--- src/rd_cache_pkg.sv ---
package rd_cache_pkg;

    // cache geometry
    localparam int unsigned addr_width     = 32;
    localparam int unsigned data_width     = 32;
    localparam int unsigned line_words     = 16;
    localparam int unsigned num_ways       = 4;
    localparam int unsigned tag_width      = $clog2(num_ways);
    localparam int unsigned offset_width   = $clog2(line_words * data_width / 8);
    localparam int unsigned mem_addr_width = tag_width + offset_width - 2;

    typedef enum logic [2:0] {
        dir_none     = 3'd0,
        dir_lookup   = 3'd1,
        dir_allocate = 3'd2,
        dir_update   = 3'd3
    } dir_cmd_e;

    // on an allocate, 3'b010 flags a dirty victim; on a lookup every code but miss is a hit
    typedef enum logic [2:0] {
        st_miss               = 3'b000,
        st_hit_clean          = 3'b001,
        st_alloc_dirty_victim = 3'b010,
        st_hit_dirty          = 3'b011,
        st_hit_owned          = 3'b101,
        st_hit_shared         = 3'b110
    } dir_status_e;

    typedef enum logic [1:0] {
        fetch_writeback = 2'b00,
        fetch_fill      = 2'b01
    } fetch_cmd_e;

    typedef enum logic [3:0] {
        s_idle,
        s_lookup,
        s_wait_mem,
        s_allocate,
        s_wb_req,
        s_wait_wb,
        s_fill_req,
        s_wait_fill,
        s_acc_mem,
        s_update_list
    } rd_state_e;

    typedef struct packed {
        dir_cmd_e               cmd;
        logic [tag_width-1:0]   tag;
        logic [addr_width-1:0]  index;
    } dir_req_t;

    typedef struct packed {
        dir_status_e            status;
        logic [tag_width-1:0]   tag;
        logic [addr_width-1:0]  index;
    } dir_rsp_t;

    typedef struct packed {
        fetch_cmd_e             cmd;
        logic [tag_width-1:0]   tag;
        logic [addr_width-1:0]  addr;
    } fetch_req_t;

endpackage

--- src/rd_seq_fsm.sv ---
`timescale 1ns/100ps

module rd_seq_fsm (
    input  logic                                       clk,
    input  logic                                       rst_n,
    input  logic                                       rd_valid,
    output logic                                       rd_ready,
    input  logic [rd_cache_pkg::addr_width-1:0]        rd_addr,
    input  logic                                       dir_gnt,
    input  logic                                       dir_hit,
    input  logic                                       alloc_dirty,
    input  logic [rd_cache_pkg::tag_width-1:0]         way_tag,
    input  logic [rd_cache_pkg::addr_width-1:0]        victim_index,
    input  logic                                       fetch_gnt,
    input  logic                                       fetch_done,
    input  logic                                       mem_read_done,
    output rd_cache_pkg::rd_state_e                    state,
    output logic [rd_cache_pkg::addr_width-1:0]        line_addr,
    output logic [rd_cache_pkg::offset_width-3:0]      word_sel,
    output logic                                       fetch_valid,
    output rd_cache_pkg::fetch_req_t                   fetch_req
);

    import rd_cache_pkg::*;

    rd_state_e             state_next;
    logic                  rd_hsk;
    logic [addr_width-1:0] addr_q;

    assign rd_ready = (state == s_idle);
    assign rd_hsk   = rd_valid && rd_ready;

    // address of the request in flight
    always_ff @(posedge clk) begin
        if (rd_hsk) begin
            addr_q <= rd_addr;
        end
    end

    assign line_addr = {addr_q[addr_width-1:offset_width], {offset_width{1'b0}}};
    assign word_sel  = addr_q[offset_width-1:2];

    always_ff @(posedge clk or negedge rst_n) begin
        if (!rst_n) begin
            state <= s_idle;
        end else begin
            state <= state_next;
        end
    end

    always_comb begin
        state_next = state;
        case (state)
            s_idle: begin
                if (rd_hsk) begin
                    state_next = s_lookup;
                end
            end
            s_lookup: begin
                if (dir_gnt && dir_hit) begin
                    // read may already go out in the grant cycle
                    state_next = mem_read_done ? s_idle : s_wait_mem;
                end else if (dir_gnt) begin
                    state_next = s_allocate;
                end
            end
            s_wait_mem: begin
                if (mem_read_done) begin
                    state_next = s_idle;
                end
            end
            s_allocate: begin
                if (dir_gnt) begin
                    state_next = alloc_dirty ? s_wb_req : s_fill_req;
                end
            end
            s_wb_req: begin
                if (fetch_gnt) begin
                    state_next = s_wait_wb;
                end
            end
            s_wait_wb: begin
                if (fetch_done) begin
                    state_next = s_fill_req;
                end
            end
            s_fill_req: begin
                if (fetch_gnt) begin
                    state_next = s_wait_fill;
                end
            end
            s_wait_fill: begin
                if (fetch_done) begin
                    state_next = s_acc_mem;
                end
            end
            s_acc_mem: begin
                if (mem_read_done) begin
                    state_next = s_update_list;
                end
            end
            s_update_list: begin
                if (dir_gnt) begin
                    state_next = s_idle;
                end
            end
            default: state_next = s_idle;
        endcase
    end

    // writeback moves the victim out, fill brings the missing line in
    assign fetch_valid   = (state == s_wb_req) || (state == s_fill_req);
    assign fetch_req.cmd = (state == s_wb_req) ? fetch_writeback : fetch_fill;
    assign fetch_req.tag = way_tag;
    assign fetch_req.addr = (state == s_wb_req) ? victim_index : line_addr;

    a_fetch_valid_hold: assert property (
        @(posedge clk) disable iff (!rst_n)
        fetch_valid && !fetch_gnt |=> fetch_valid
    );

endmodule

--- src/dir_port.sv ---
`timescale 1ns/100ps

module dir_port (
    input  logic                                   clk,
    input  logic                                   rst_n,
    input  rd_cache_pkg::rd_state_e                state,
    input  logic [rd_cache_pkg::addr_width-1:0]    line_addr,
    output logic                                   dir_req_valid,
    output rd_cache_pkg::dir_req_t                 dir_req,
    input  logic                                   dir_gnt,
    input  rd_cache_pkg::dir_rsp_t                 dir_rsp,
    output logic                                   dir_hit,
    output logic                                   alloc_dirty,
    output logic [rd_cache_pkg::tag_width-1:0]     way_tag,
    output logic [rd_cache_pkg::addr_width-1:0]    victim_index
);

    import rd_cache_pkg::*;

    logic [tag_width-1:0] tag_q;
    logic                 lookup_gnt;

    always_comb begin
        dir_req_valid = 1'b1;
        dir_req.cmd   = dir_none;
        dir_req.tag   = '0;
        dir_req.index = line_addr;
        case (state)
            s_lookup:      dir_req.cmd = dir_lookup;
            s_allocate:    dir_req.cmd = dir_allocate;
            s_update_list: begin
                dir_req.cmd = dir_update;
                dir_req.tag = tag_q;
            end
            default:       dir_req_valid = 1'b0;
        endcase
    end

    assign dir_hit     = (dir_rsp.status != st_miss);
    assign alloc_dirty = (dir_rsp.status == st_alloc_dirty_victim);
    assign lookup_gnt  = dir_gnt && (state == s_lookup);

    // way comes from a lookup hit or from the allocate
    always_ff @(posedge clk or negedge rst_n) begin
        if (!rst_n) begin
            tag_q        <= '0;
            victim_index <= '0;
        end else if (lookup_gnt) begin
            tag_q <= dir_rsp.tag;
        end else if (dir_gnt && state == s_allocate) begin
            tag_q        <= dir_rsp.tag;
            victim_index <= dir_rsp.index;
        end
    end

    // live tag lets the hit read issue in the grant cycle
    assign way_tag = lookup_gnt ? dir_rsp.tag : tag_q;

    a_no_empty_cmd: assert property (
        @(posedge clk) disable iff (!rst_n)
        dir_req_valid |-> dir_req.cmd != dir_none
    );

endmodule

--- src/mem_rd_port.sv ---
`timescale 1ns/100ps

module mem_rd_port (
    input  logic                                       clk,
    input  logic                                       rst_n,
    input  rd_cache_pkg::rd_state_e                    state,
    input  logic                                       dir_gnt,
    input  logic                                       dir_hit,
    input  logic [rd_cache_pkg::tag_width-1:0]         way_tag,
    input  logic [rd_cache_pkg::offset_width-3:0]      word_sel,
    output logic                                       mem_ren,
    output logic [rd_cache_pkg::mem_addr_width-1:0]    mem_raddr,
    input  logic                                       mem_rready,
    input  logic                                       buf_full,
    output logic                                       mem_read_done,
    output logic                                       rd_done
);

    import rd_cache_pkg::*;

    logic rd_want;

    // hit in the grant cycle, retried hit, or read after a fill
    assign rd_want = (state == s_lookup && dir_gnt && dir_hit) ||
                     (state == s_wait_mem) ||
                     (state == s_acc_mem);

    // no new read while a word is still held
    assign mem_ren       = rd_want && !buf_full;
    assign mem_raddr     = {way_tag, word_sel};
    assign mem_read_done = mem_ren && mem_rready;

    always_ff @(posedge clk or negedge rst_n) begin
        if (!rst_n) begin
            rd_done <= 1'b0;
        end else begin
            rd_done <= mem_read_done;
        end
    end

    a_no_read_when_full: assert property (
        @(posedge clk) disable iff (!rst_n)
        buf_full |-> !mem_ren
    );

endmodule

--- src/rd_data_buf.sv ---
`timescale 1ns/100ps

module rd_data_buf (
    input  logic                                   clk,
    input  logic                                   rst_n,
    input  logic [rd_cache_pkg::data_width-1:0]    mem_rdata,
    input  logic                                   mem_rdata_valid,
    output logic [rd_cache_pkg::data_width-1:0]    rd_data,
    output logic                                   rd_data_valid,
    input  logic                                   rd_data_ready,
    output logic                                   buf_full
);

    import rd_cache_pkg::*;

    logic                  hold_valid;
    logic [data_width-1:0] hold_data;

    always_ff @(posedge clk or negedge rst_n) begin
        if (!rst_n) begin
            hold_valid <= 1'b0;
        end else if (mem_rdata_valid && !rd_data_ready) begin
            hold_valid <= 1'b1;
        end else if (hold_valid && rd_data_ready) begin
            hold_valid <= 1'b0;
        end
    end

    always_ff @(posedge clk) begin
        if (mem_rdata_valid && !rd_data_ready) begin
            hold_data <= mem_rdata;
        end
    end

    // held word wins over live data
    assign rd_data       = hold_valid ? hold_data : mem_rdata;
    assign rd_data_valid = hold_valid || mem_rdata_valid;
    assign buf_full      = hold_valid;

    a_no_overrun: assert property (
        @(posedge clk) disable iff (!rst_n)
        hold_valid && !rd_data_ready |-> !mem_rdata_valid
    );

endmodule

--- src/rd_cache_ctrl.sv ---
`timescale 1ns/100ps

module rd_cache_ctrl (
    input  logic                                       clk,
    input  logic                                       rst_n,

    input  logic                                       rd_valid,
    output logic                                       rd_ready,
    input  logic [rd_cache_pkg::addr_width-1:0]        rd_addr,
    output logic [rd_cache_pkg::data_width-1:0]        rd_data,
    output logic                                       rd_data_valid,
    input  logic                                       rd_data_ready,
    output logic                                       rd_done,

    output logic                                       dir_req_valid,
    output rd_cache_pkg::dir_req_t                     dir_req,
    input  logic                                       dir_gnt,
    input  rd_cache_pkg::dir_rsp_t                     dir_rsp,

    output logic                                       fetch_valid,
    output rd_cache_pkg::fetch_req_t                   fetch_req,
    input  logic                                       fetch_gnt,
    input  logic                                       fetch_done,

    output logic                                       mem_ren,
    output logic [rd_cache_pkg::mem_addr_width-1:0]    mem_raddr,
    input  logic                                       mem_rready,
    input  logic [rd_cache_pkg::data_width-1:0]        mem_rdata,
    input  logic                                       mem_rdata_valid
);

    import rd_cache_pkg::*;

    rd_state_e               state;
    logic [addr_width-1:0]   line_addr;
    logic [offset_width-3:0] word_sel;
    logic                    dir_hit;
    logic                    alloc_dirty;
    logic [tag_width-1:0]    way_tag;
    logic [addr_width-1:0]   victim_index;
    logic                    mem_read_done;
    logic                    buf_full;

    rd_seq_fsm i_rd_seq_fsm (
        .clk           (clk),
        .rst_n         (rst_n),
        .rd_valid      (rd_valid),
        .rd_ready      (rd_ready),
        .rd_addr       (rd_addr),
        .dir_gnt       (dir_gnt),
        .dir_hit       (dir_hit),
        .alloc_dirty   (alloc_dirty),
        .way_tag       (way_tag),
        .victim_index  (victim_index),
        .fetch_gnt     (fetch_gnt),
        .fetch_done    (fetch_done),
        .mem_read_done (mem_read_done),
        .state         (state),
        .line_addr     (line_addr),
        .word_sel      (word_sel),
        .fetch_valid   (fetch_valid),
        .fetch_req     (fetch_req)
    );

    dir_port i_dir_port (
        .clk           (clk),
        .rst_n         (rst_n),
        .state         (state),
        .line_addr     (line_addr),
        .dir_req_valid (dir_req_valid),
        .dir_req       (dir_req),
        .dir_gnt       (dir_gnt),
        .dir_rsp       (dir_rsp),
        .dir_hit       (dir_hit),
        .alloc_dirty   (alloc_dirty),
        .way_tag       (way_tag),
        .victim_index  (victim_index)
    );

    mem_rd_port i_mem_rd_port (
        .clk           (clk),
        .rst_n         (rst_n),
        .state         (state),
        .dir_gnt       (dir_gnt),
        .dir_hit       (dir_hit),
        .way_tag       (way_tag),
        .word_sel      (word_sel),
        .mem_ren       (mem_ren),
        .mem_raddr     (mem_raddr),
        .mem_rready    (mem_rready),
        .buf_full      (buf_full),
        .mem_read_done (mem_read_done),
        .rd_done       (rd_done)
    );

    rd_data_buf i_rd_data_buf (
        .clk             (clk),
        .rst_n           (rst_n),
        .mem_rdata       (mem_rdata),
        .mem_rdata_valid (mem_rdata_valid),
        .rd_data         (rd_data),
        .rd_data_valid   (rd_data_valid),
        .rd_data_ready   (rd_data_ready),
        .buf_full        (buf_full)
    );

endmodule

--- config.mk ---
export PLATFORM = sky130hd
export DESIGN_NAME = rd_cache_ctrl
export DESIGN_NICKNAME = d
export VERILOG_FILES = /design/src/rd_cache_pkg.sv /design/src/rd_seq_fsm.sv /design/src/dir_port.sv /design/src/mem_rd_port.sv /design/src/rd_data_buf.sv /design/src/rd_cache_ctrl.sv
export SDC_FILE = /design/constraint.sdc
export NUM_CORES = 1
export LEC_CHECK = 0
export ABC_AREA = 1
export BUFFER_PORTS_ARGS = -buffer_cell sky130_fd_sc_hd__buf_2
export CORE_ASPECT_RATIO = 0.6
export CORE_MARGIN = 3
export CORE_UTILIZATION = 43
export CTS_CLUSTER_DIAMETER = 120
export DETAILED_ROUTE_END_ITERATION = 16
export GPL_ROUTABILITY_DRIVEN = 1
export HOLD_SLACK_MARGIN = 0.05
export PLACE_DENSITY = 0.73
export SLEW_MARGIN = 20
export SYNTH_ARGS = -nofsm -noshare
export SYNTH_HDL_FRONTEND = slang
export SYNTH_HIERARCHICAL = 1
export SYNTH_SLANG_ARGS = --single-unit
--- constraint.sdc ---
create_clock -name clk -period 3.26 [get_ports clk]
set_input_delay 0.326 -clock clk [delete_from_list [all_inputs] [get_ports clk]]
set_output_delay 0.326 -clock clk [all_outputs]
set_load 0.01 [all_outputs]
==> out/metrics.cfg, run 1 <==
[timing]
skew_ps = 8.00
tightest_slew_ps = 931
tns_ps = 0
rsz0062_at_grt = false
fmax_ghz = 0.401
hold_viol = 0
drv_slew = 0
whs_ps = 116
fin_ws_ps = 766
relSlewSlack_pct = 37.9
final.min_clock_period_ps = 2490
finalSetupViolCount = 0
min_period_over_period_pct = 76.5

[cells_and_area]
most-common-layout-cells = buf_2 (216), nand2_1 (191), edfxtp_1 (62)
instances_no_fill = 854
final_common_cell = buf_2
nets = 798
syn_to_final_growth_pct = 21.1
layout-drive-gt1-share_pct = 40.5

[global_route]
grtUsageTotal_pct = 19.1
grt_pass1_vias = 3986
antenna_found_initial = 1
globalRouteOverflowTotal = 0
grt_max_degree = 41
grt_pass1_wl_mm = 20.9

[routing]
drc = 0
ant_nets = 0
wl_per_cell_um = 15.1
first_pass_iters = 4
drt_wl_total_mm = 12.9
viasPerCell = 4.76
num_vias = 4066
first_iter_violations = 214

[logic_synthesis]
synth.distinct_cells = 32
synth_warnings = 6
syn_area_sq_um = 5200
syn_inst = 522
ys_seq_elements = 102
ys_seq_area_share_pct = 55.1
synth_area_per_cell_sq_um = 9.96

[clock_network]
cts_root_buffer = clkbuf_16
path_clk_slew_ps = 70
insertion_delay_ps = 340
tritoncts = built
postCtsSetupBuffers = 0
htreeDepth = 3
cts_hold_buf = 0
numCtsBuffers = 9
cts_buffer_depth = 2
cts_sinks = 102
cts_resized = 0

[die]
dieArea_sq_um = 13500
start_util_pct = 45.0
fp-row-count = 30
die_h_um = 91.2
core-area_sq_um = 11600
ios = 227
chipWidth_um = 148

[setup_path]
path_max_fanout = 33
startpoint_type = flip-flop
worst_ep_arrival_time_ps = 2170
cp-end-kind = output port
cp_data_required_time_ps = 2930
reg2reg_slack_ps = 880
path_class = flip-flop to output port

[power]
ir_worst_vdd_mv = 0.424
total_power_w = 0.00493
p_leak_nw = 3.28
powerDensity_nw_per_um2 = 783

[placed_design]
dp.cells = 837
gp_congestion = 0.848
io_buffers = 216
dp_hpwl_mm = 9.70
pre_cts_ws_ps = 907

[run]
cap_violations = 0

[worst_hold_path]
hp-class = primary input to asynchronous set/reset pin

[run_status]
status = finished clean

-- routing by layer --
layer	global-route usage, %	share of wire (%)	vias to the layer above
met4	5.23	1.3	0
met5	0	0	-
li1	-	-	1999
met1	25.9	45	1934
met3	3.84	4.9	16
met2	31.5	48	117
-- registers in the layout, summed over array words and instances, names as in the netlist --
register,flops
i_dir_port/victim_index,32
i_rd_data_buf/hold_data,32
i_rd_seq_fsm/addr_q,30
i_rd_seq_fsm/state,4
i_dir_port/tag_q,2
i_mem_rd_port/rd_done,1
i_rd_data_buf/buf_full,1
-- synth_stat cells, drive strengths merged --
| cell type | n | area (sq um) |
|---|---|---|
| inv | 27 | 109 |
| nor2 | 28 | 128 |
| nand3 | 17 | 90.1 |
| clkbuf | 1 | 3.75 |
| clkinv | 1 | 3.75 |
| buf | 71 | 543 |
| nand4 | 36 | 225 |
| nand2 | 199 | 772 |
| o22ai | 1 | 6.26 |
| o21ai | 4 | 20.0 |
| mux2 | 26 | 379 |
| nor3b | 1 | 7.51 |
| nor3 | 2 | 15.0 |
| a21oi | 1 | 5.00 |
| dfrtp | 40 | 1000 |
| edfxtp | 62 | 1860 |
| or3 | 1 | 6.26 |
| nand3b | 2 | 15.0 |
| conb | 2 | 7.51 |
-- per-stage QoR --
| step | cell area, sq um | util, % |
|---|---|---|
| detailed placement | 6020 | 52.1 |
| global placement | 6020 | 52.1 |
| global route | 6290 | 54.4 |
| floorplan | 5230 | - |
| CTS | 6290 | 54.4 |
| finish | 6290 | 54.4 |
-- power by group --
part           internal [W]  switching [W]  total [W]
Clock              0.000523       0.000478    0.00100
Sequential          0.00173       0.000243    0.00198
Combinational      0.000791        0.00116    0.00195
-- cell families after synthesis --
logic type	share of synthesized area (%)
buf+inv	12.7
simple gates	24.2
flops	55.1
mux	7.29
other cells	0.144
compound gates	0.601
-- area by class of cell --
type / instances / area [sq um]
flip-flops and latches: 102 / 2860
clock inverters: 6 / 43.8
fillers: 1079 / 5270
repair buffers: 221 / 1130
multi-input cells: 326 / 1710
well taps: 160 / 200
clock buffers: 10 / 229
diodes: 1 / 2.50
inverters: 28 / 113
-- path summary, 6_finish.rpt --
path	start	endpoint	depth (start not counted)
min in group clk	rd_addr[5]	i_rd_seq_fsm/addr_q[5]	1
worst max-delay path	i_rd_seq_fsm/state[2]	fetch_req[31]	5
worst max register to register	i_rd_seq_fsm/state[0]	i_dir_port/victim_index[16]	5
max in group asynchronous	rst_n	i_dir_port/victim_index[28]	1
worst min register to register	i_dir_port/victim_index[6]	i_dir_port/victim_index[6]	2
worst min-delay path	rst_n	i_dir_port/victim_index[11]	1
-- critical path, cell delays in order, from the launching register on --
cell and delay, ps:
dfrtp_1 600, inv_2 110, nor2_4 170, nand2_4 330
mux2_1 440, buf_2 140
No activity file was read; power rests on OpenSTA's default activity.
==> inputs of run 2 (changes only) <==
==> constraint.sdc (replaced) <==
create_clock -name clk -period 2.15 [get_ports clk]
set_input_delay 0.215 -clock clk [delete_from_list [all_inputs] [get_ports clk]]
set_output_delay 0.215 -clock clk [all_outputs]
set_load 0.01 [all_outputs]
==> run 2 against run 1 <==
Effect of this change:
- first-iteration DRC count is 58% higher
- power grew 63%
- combinational power grew 71%
- wire length grew 9.5%
- non-clock buffer count up 37
- critical path depth did not move
- global-route usage increased by 1.1 points
- critical path type unchanged
- via count is 7.0% higher
- clock-buffer cell count unchanged
- sequential share of layout area is 3.1 points lower
- cell count rose by 4.3%
==> out/metrics.cfg, run 2 (synthesis gave the netlist of run 1 again) <==
[placed_design]
pre_cts_ws_ps = 259  ; -648 ps
placed_area_sq_um = 6060  ; +0.75%
io_buffers = 216  ; unchanged
dp_hpwl_mm = 9.92  ; +2.3%
gp_congestion = 0.843  ; -0.62%

[routing]
viasPerCell = 4.88  ; +2.5%
num_vias = 4349  ; +7.0%
drt_wl_total_mm = 14.1  ; +9.5%
first_iter_violations = 339  ; +58%
wl_per_cell_um = 15.8  ; +4.9%
ant_nets = 0  ; unchanged
first_pass_iters = 5  ; +1
drc = 0  ; unchanged

[power]
p_sw_w = 0.00304  ; +62%
ir_worst_vdd_mv = 0.747  ; +76%
sw_frac_of_total_pct = 37.9  ; -0.22 points
p_leak_nw = 3.47  ; +5.9%
p_int_w = 0.00498  ; +63%
power_frac_comb_pct = 41.7  ; +2.1 points
powerDensity_nw_per_um2 = 1190  ; +52%
pwr-share-clk_pct = 21.6  ; +1.3 points
seqPwrFrac_pct = 36.7  ; -3.4 points

[setup_path]
path_class = flip-flop to output port
cp_top_family = flip-flops
cp_data_required_time_ps = 1930  ; -1000 ps
path_max_fanout = 17  ; -48%
worst_ep_arrival_time_ps = 1860  ; -310 ps
cp-end-kind = output port
critical_path.cell_chain = nor2_4 -> buf_12 -> nand2_8 -> mux2_1 -> buf_2
crit_slowest_cell = dfrtp_1
critical_path_buf_inv_count = 2  ; unchanged
slowest_delay_ps = 530  ; -70 ps
startpoint_type = flip-flop

[die]
start_util_pct = 45.0  ; unchanged
dieArea_sq_um = 13500  ; unchanged
die_h_um = 91.2  ; unchanged
chipWidth_um = 148  ; unchanged
core-area_sq_um = 11600  ; unchanged
ios = 227  ; unchanged
fp-row-count = 30  ; unchanged

[cells_and_area]
layout-drive-gt1-share_pct = 39.8  ; -0.74 points
top_regs = i_dir_port/victim_index x32, i_rd_data_buf/hold_data x32, i_rd_seq_fsm/addr_q x30
syn_to_final_growth_pct = 29.9
num_antenna_cells = 0  ; -1
most-common-layout-cells = buf_2 (216), nand2_1 (191), edfxtp_1 (62)
fillers = 1017  ; -5.7%
nets = 836  ; +4.8%
final_common_cell = buf_2
design_area_sq_um = 6750  ; +7.3%

[clock_network]
cts_root_buffer = clkbuf_16
cts_buffer_depth = 2  ; unchanged
path_clk_slew_ps = 70  ; about the same
htreeDepth = 3  ; unchanged
insertion_delay_ps = 340  ; about the same
cts_sinks = 102  ; unchanged
numCtsBuffers = 9  ; unchanged
tritoncts = built

[timing]
skew_ps = 6.91  ; -1.09 ps
tightest_slew_ps = 912  ; -19.4 ps
fin_ws_ps = 72.2  ; -694 ps
min_period_over_period_pct = 96.6
finalSetupViolCount = 0  ; unchanged
relSlewSlack_pct = 39.2  ; +1.3 points
tns_ps = 0  ; unchanged
hold_viol = 0  ; unchanged
rsz0062_at_grt = false
fmax_ghz = 0.481
final.min_clock_period_ps = 2080
drv_slew = 0  ; unchanged

[run_status]
status = finished clean

[worst_hold_path]
hp-class = primary input to flip-flop

[global_route]
globalRouteOverflowTotal = 0  ; unchanged
grt_pass1_wl_mm = 22.0  ; +5.4%
antenna_found_initial = 0  ; -1
grtUsageTotal_pct = 20.2  ; +1.1 points
grt_max_degree = 44  ; +7.3%
grt_pass1_vias = 4317  ; +8.3%

[run]
cap_violations = 0  ; unchanged

-- run 2: cell count changes in the layout (fill, tap and decap cells not counted), sizes merged --
cell and delta:
diode -1, dlygate4sd3 +30, nand2 +1, inv -2, clkinv +3, bufinv +1
clkinvlp -2, buf +7
-- run 2: path summary, 6_finish.rpt --
check	start	end	slack [ps]	cells past startpoint
setup / recovery	i_rd_seq_fsm/state[1]	fetch_req[7]	70	5
hold / removal	mem_rdata[12]	i_rd_data_buf/hold_data[12]	70	1
setup reg to reg	i_rd_seq_fsm/state[0]	i_rd_seq_fsm/state[1]	350	11
hold reg to reg	i_dir_port/victim_index[2]	i_dir_port/victim_index[2]	470	2
max in group asynchronous	rst_n	i_rd_seq_fsm/state[0]	980	2
min in group asynchronous	rst_n	i_dir_port/victim_index[11]	540	2
-- run 2: layer usage --
| metal | track usage (%) | vias up | wire length, um |
|---|---|---|---|
| met4 | 6.30 | 0 | 316 |
| li1 | - | 2077 | - |
| met5 | 0 | - | 0 |
| met3 | 4.49 | 24 | 826 |
| met1 | 25.2 | 2085 | 5940 |
| met2 | 35.2 | 163 | 7010 |
-- run 2: stage by stage --
stage	hold WS [ps]	std cells	util (%)	total power, W
after floorplan	-80.6	528	-	0.00524
after global placement	384	843	52.5	0.00598
after detailed placement	393	843	52.5	0.00611
after CTS	50.8	887	57.8	0.00792
after global routing	51.3	891	58.4	0.00855
final	65.8	891	58.4	0.00802
-- run 2: layout make-up --
class / instances / area [sq um] / share of cell area (%)
Clock inverter: 6 / 78.8 / 1.17
Clock buffer: 10 / 250 / 3.71
Multi-Input combinational cell: 327 / 1750 / 25.9
Timing Repair Buffer: 258 / 1500 / 22.2
Inverter: 28 / 113 / 1.67
Tap cell: 160 / 200 / 2.97
Sequential cell: 102 / 2860 / 42.4
-- run 2: power by group through the flow --
stage               clock network (W)  registers [W]  logic [W]
finish                        0.00173        0.00295    0.00334
global route                  0.00188        0.00301    0.00366
CTS                           0.00178        0.00294    0.00320
detailed placement                  0        0.00297    0.00314
global placement                    0        0.00295    0.00303
floorplan                           0        0.00293    0.00231
-- run 2: timing repair --
item	in CTS	in global routing
setup endpoints to repair	26	35
pin swaps	0	2
endpoints found under the hold margin	67	2
buffers inserted	0	1
resized for setup	2	3
hold buffers	28	2
cloned	0	1
==> inputs of run 3 (changes only) <==
--- a/config.mk
+++ b/config.mk
@@ -9,14 +9,14 @@
 export BUFFER_PORTS_ARGS = -buffer_cell sky130_fd_sc_hd__buf_2
 export CORE_ASPECT_RATIO = 0.6
 export CORE_MARGIN = 3
-export CORE_UTILIZATION = 43
+export CORE_UTILIZATION = 41
 export CTS_CLUSTER_DIAMETER = 120
 export DETAILED_ROUTE_END_ITERATION = 16
 export GPL_ROUTABILITY_DRIVEN = 1
 export HOLD_SLACK_MARGIN = 0.05
 export PLACE_DENSITY = 0.73
-export SLEW_MARGIN = 20
+export SKIP_LAST_GASP = 1
+export SLEW_MARGIN = 25
 export SYNTH_ARGS = -nofsm -noshare
 export SYNTH_HDL_FRONTEND = slang
-export SYNTH_HIERARCHICAL = 1
 export SYNTH_SLANG_ARGS = --single-unit
==> run 3 against run 2 <==
Effect of this change:
- clock-buffer cell count down 1
- wire length down 14%
- sequential share of layout area up 1.7 points
- register-to-register slack better by 110 ps
- combinational power down 13%
- critical path type unchanged
- design area down 3.8%
- largest cell class unchanged
- sequential power down 1%
==> out/metrics.cfg, run 3 <==
[cells_and_area]
ff_latch_area_sq_um = 2860  ; about the same
design_area_sq_um = 6490  ; -3.8%
syn_to_final_growth_pct = 42.8
num_antenna_cells = 0  ; unchanged
final_common_cell = buf_2
layout-drive-gt1-share_pct = 47.3  ; +7.5 points
nets = 758  ; -9.3%
most-common-layout-cells = buf_2 (216), nand2_1 (125), edfxtp_1 (62)
fillers = 869  ; -15%
multi_input_area_sq_um = 1480  ; -16%
top_regs = i_dir_port.victim_index x32, i_rd_data_buf.hold_data x32, i_rd_seq_fsm.addr_q x30

[timing]
rsz0062_at_grt = false
tns_ps = 0  ; unchanged
min_period_over_period_pct = 93.8  ; -2.9 points
finalSetupViolCount = 0  ; unchanged
skew_ps = 7.72  ; +0.810 ps
hold_viol = 0  ; unchanged
fmax_ghz = 0.496  ; +3.1%
drv_slew = 0  ; unchanged
final.min_clock_period_ps = 2020  ; -61.6 ps
fin_ws_ps = 134  ; +61.6 ps
whs_ps = 66.1  ; +0.292 ps

[routing]
wl_per_cell_um = 15.3  ; -3.6%
drt_wl_total_mm = 12.1  ; -14%
first_iter_violations = 210  ; -38%
viasPerCell = 4.65  ; -4.7%
num_vias = 3686  ; -15%
ant_nets = 0  ; unchanged
first_pass_iters = 4  ; -1
drc = 0  ; unchanged

[die]
fp-row-count = 29  ; -3.3%
die_h_um = 87.6  ; -3.9%
chipWidth_um = 142  ; -4.0%
dieArea_sq_um = 12400  ; -7.8%
ios = 227  ; unchanged
core-area_sq_um = 10700  ; -7.4%
start_util_pct = 42.5  ; -2.5 points

[clock_network]
cts_root_buffer = clkbuf_16
tritoncts = built
path_clk_slew_ps = 70  ; about the same
numCtsBuffers = 9  ; unchanged
cts_buffer_depth = 2  ; unchanged
cts_sinks = 102  ; unchanged
htreeDepth = 3  ; unchanged
insertion_delay_ps = 340  ; about the same

[logic_synthesis]
yosys.area.top_type = edfxtp_1
synthDominantCellAreaShare_pct = 40.9  ; +5.1 points
synth_xor_area_share_pct = 0  ; unchanged
syn_area_sq_um = 4550  ; -13%
synth_area_per_cell_sq_um = 11.7  ; +17%
synth_top_family_by_area = simple AND/OR/NAND/NOR gates
synth-simple-area-share_pct = 15.0  ; -9.2 points
synth_area_leaders = edfxtp_1 (41%), dfrtp_1 (22%), nand2_1 (10%)
ys_seq_elements = 102  ; unchanged
synth_edf_count = 62  ; unchanged
async_flop_share_pct = 39.2  ; unchanged
yosysMostFrequentCell = nand2_1
ys_seq_area_share_pct = 62.9  ; +7.9 points
muxShareOfSynthArea_pct = 14.0  ; +6.7 points
synth_adder_area_share_pct = 0  ; unchanged
synth_compound_gate_area_share_pct = 2.28  ; +1.7 points
synth_warnings = 0  ; -6
synth.distinct_cells = 27  ; -16%
syn_inst = 390  ; -25%
synth_top_flop_cell = edfxtp_1
synth_commonest_cells = nand2_1 (127), edfxtp_1 (62), dfrtp_1 (40)

[setup_path]
cp-end-kind = output port
worst_ep_arrival_time_ps = 1800  ; -60 ps
path_max_fanout = 17  ; unchanged
reg2reg_slack_ps = 460  ; +110 ps
cp_data_required_time_ps = 1930  ; about the same
slowest_delay_ps = 400  ; -130 ps
cp_top_family = buffers and inverters
critical_path_buf_inv_count = 4  ; +2
cpMostUsedCell = inv_1
path_class = flip-flop to output port
critical_path.cell_chain = inv_1 -> nand2_4 -> inv_1 -> nand2_2 -> buf_12 -> mux2_2 -> buf_2
crit_slowest_cell = dfrtp_1
startpoint_type = flip-flop

[global_route]
grt_pass1_wl_mm = 18.0  ; -18%
grt_max_degree = 40  ; -9.1%
antenna_found_initial = 0  ; unchanged
globalRouteOverflowTotal = 0  ; unchanged
grtUsageTotal_pct = 18.4  ; -1.8 points
grt_pass1_vias = 3547  ; -18%

[placed_design]
dp_hpwl_mm = 8.38  ; -16%
io_buffers = 216  ; unchanged
placed_area_sq_um = 5750  ; -5.2%
gp_congestion = 0.905  ; +7.3%
pre_cts_ws_ps = 353  ; +94.3 ps

[power]
powerDensity_nw_per_um2 = 1150  ; -3.2%
total_power_w = 0.00747  ; -6.9%
ir_worst_vdd_mv = 0.669  ; -10%
p_leak_nw = 3.26  ; -6.0%

[run]
cap_violations = 0  ; unchanged

[run_status]
status = finished clean

[worst_hold_path]
hp-class = primary input to flip-flop

run 3: cell type report:
cell class / count / area share [%]
Clock buffer: 9 / 3.47
Sequential cell: 102 / 44.1
Tap cell: 139 / 2.68
Clock inverter: 7 / 1.23
Timing Repair Buffer: 264 / 24.4
Inverter: 24 / 1.45
Multi-Input combinational cell: 247 / 22.7
run 3: power by group:
group | internal [W] | switching [W]
combinational | 0.00135 | 0.00155
clock | 0.000919 | 0.000732
sequential | 0.00265 | 0.000258
run 3: final timing paths:
path,from,to,depth (start not counted)
setup / recovery,i_rd_seq_fsm.state[1],fetch_req[27],7
hold / removal,mem_rdata[14],i_rd_data_buf.hold_data[14],1
setup reg to reg,i_rd_seq_fsm.state[0],i_dir_port.victim_index[26],8
hold reg to reg,i_dir_port.victim_index[16],i_dir_port.victim_index[16],1
max in group asynchronous,rst_n,i_dir_port.victim_index[13],3
min in group asynchronous,rst_n,i_dir_port.victim_index[2],2
run 3: cell families after synthesis:
logic type / Yosys count
mux: 52
simple gates: 168
other cells: 1
buf+inv: 48
flops: 102
compound gates: 19
run 3: through the flow:
| step | instances | utilization, % |
|---|---|---|
| after floorplan | 397 | - |
| after global placement | 735 | 53.7 |
| after detailed placement | 735 | 53.7 |
| after CTS | 784 | 59.6 |
| after global routing | 792 | 60.7 |
| final | 792 | 60.7 |
run 3: layer usage:
layer	track usage, %	share of wire [%]	vias up
met3	5.13	5.8	8
li1	-	-	1791
met4	4.44	0.75	0
met5	0	0	-
met1	24.8	44	1750
met2	30.2	49	137
run 3: what timing repair did:
action / in CTS / in global routing
setup buffers: 1 / 0
hold endpoints to repair: 50 / 7
gates cloned: 0 / 1
resized for setup: 0 / 4
setup endpoints to repair: 11 / 42
hold buffers: 32 / 7
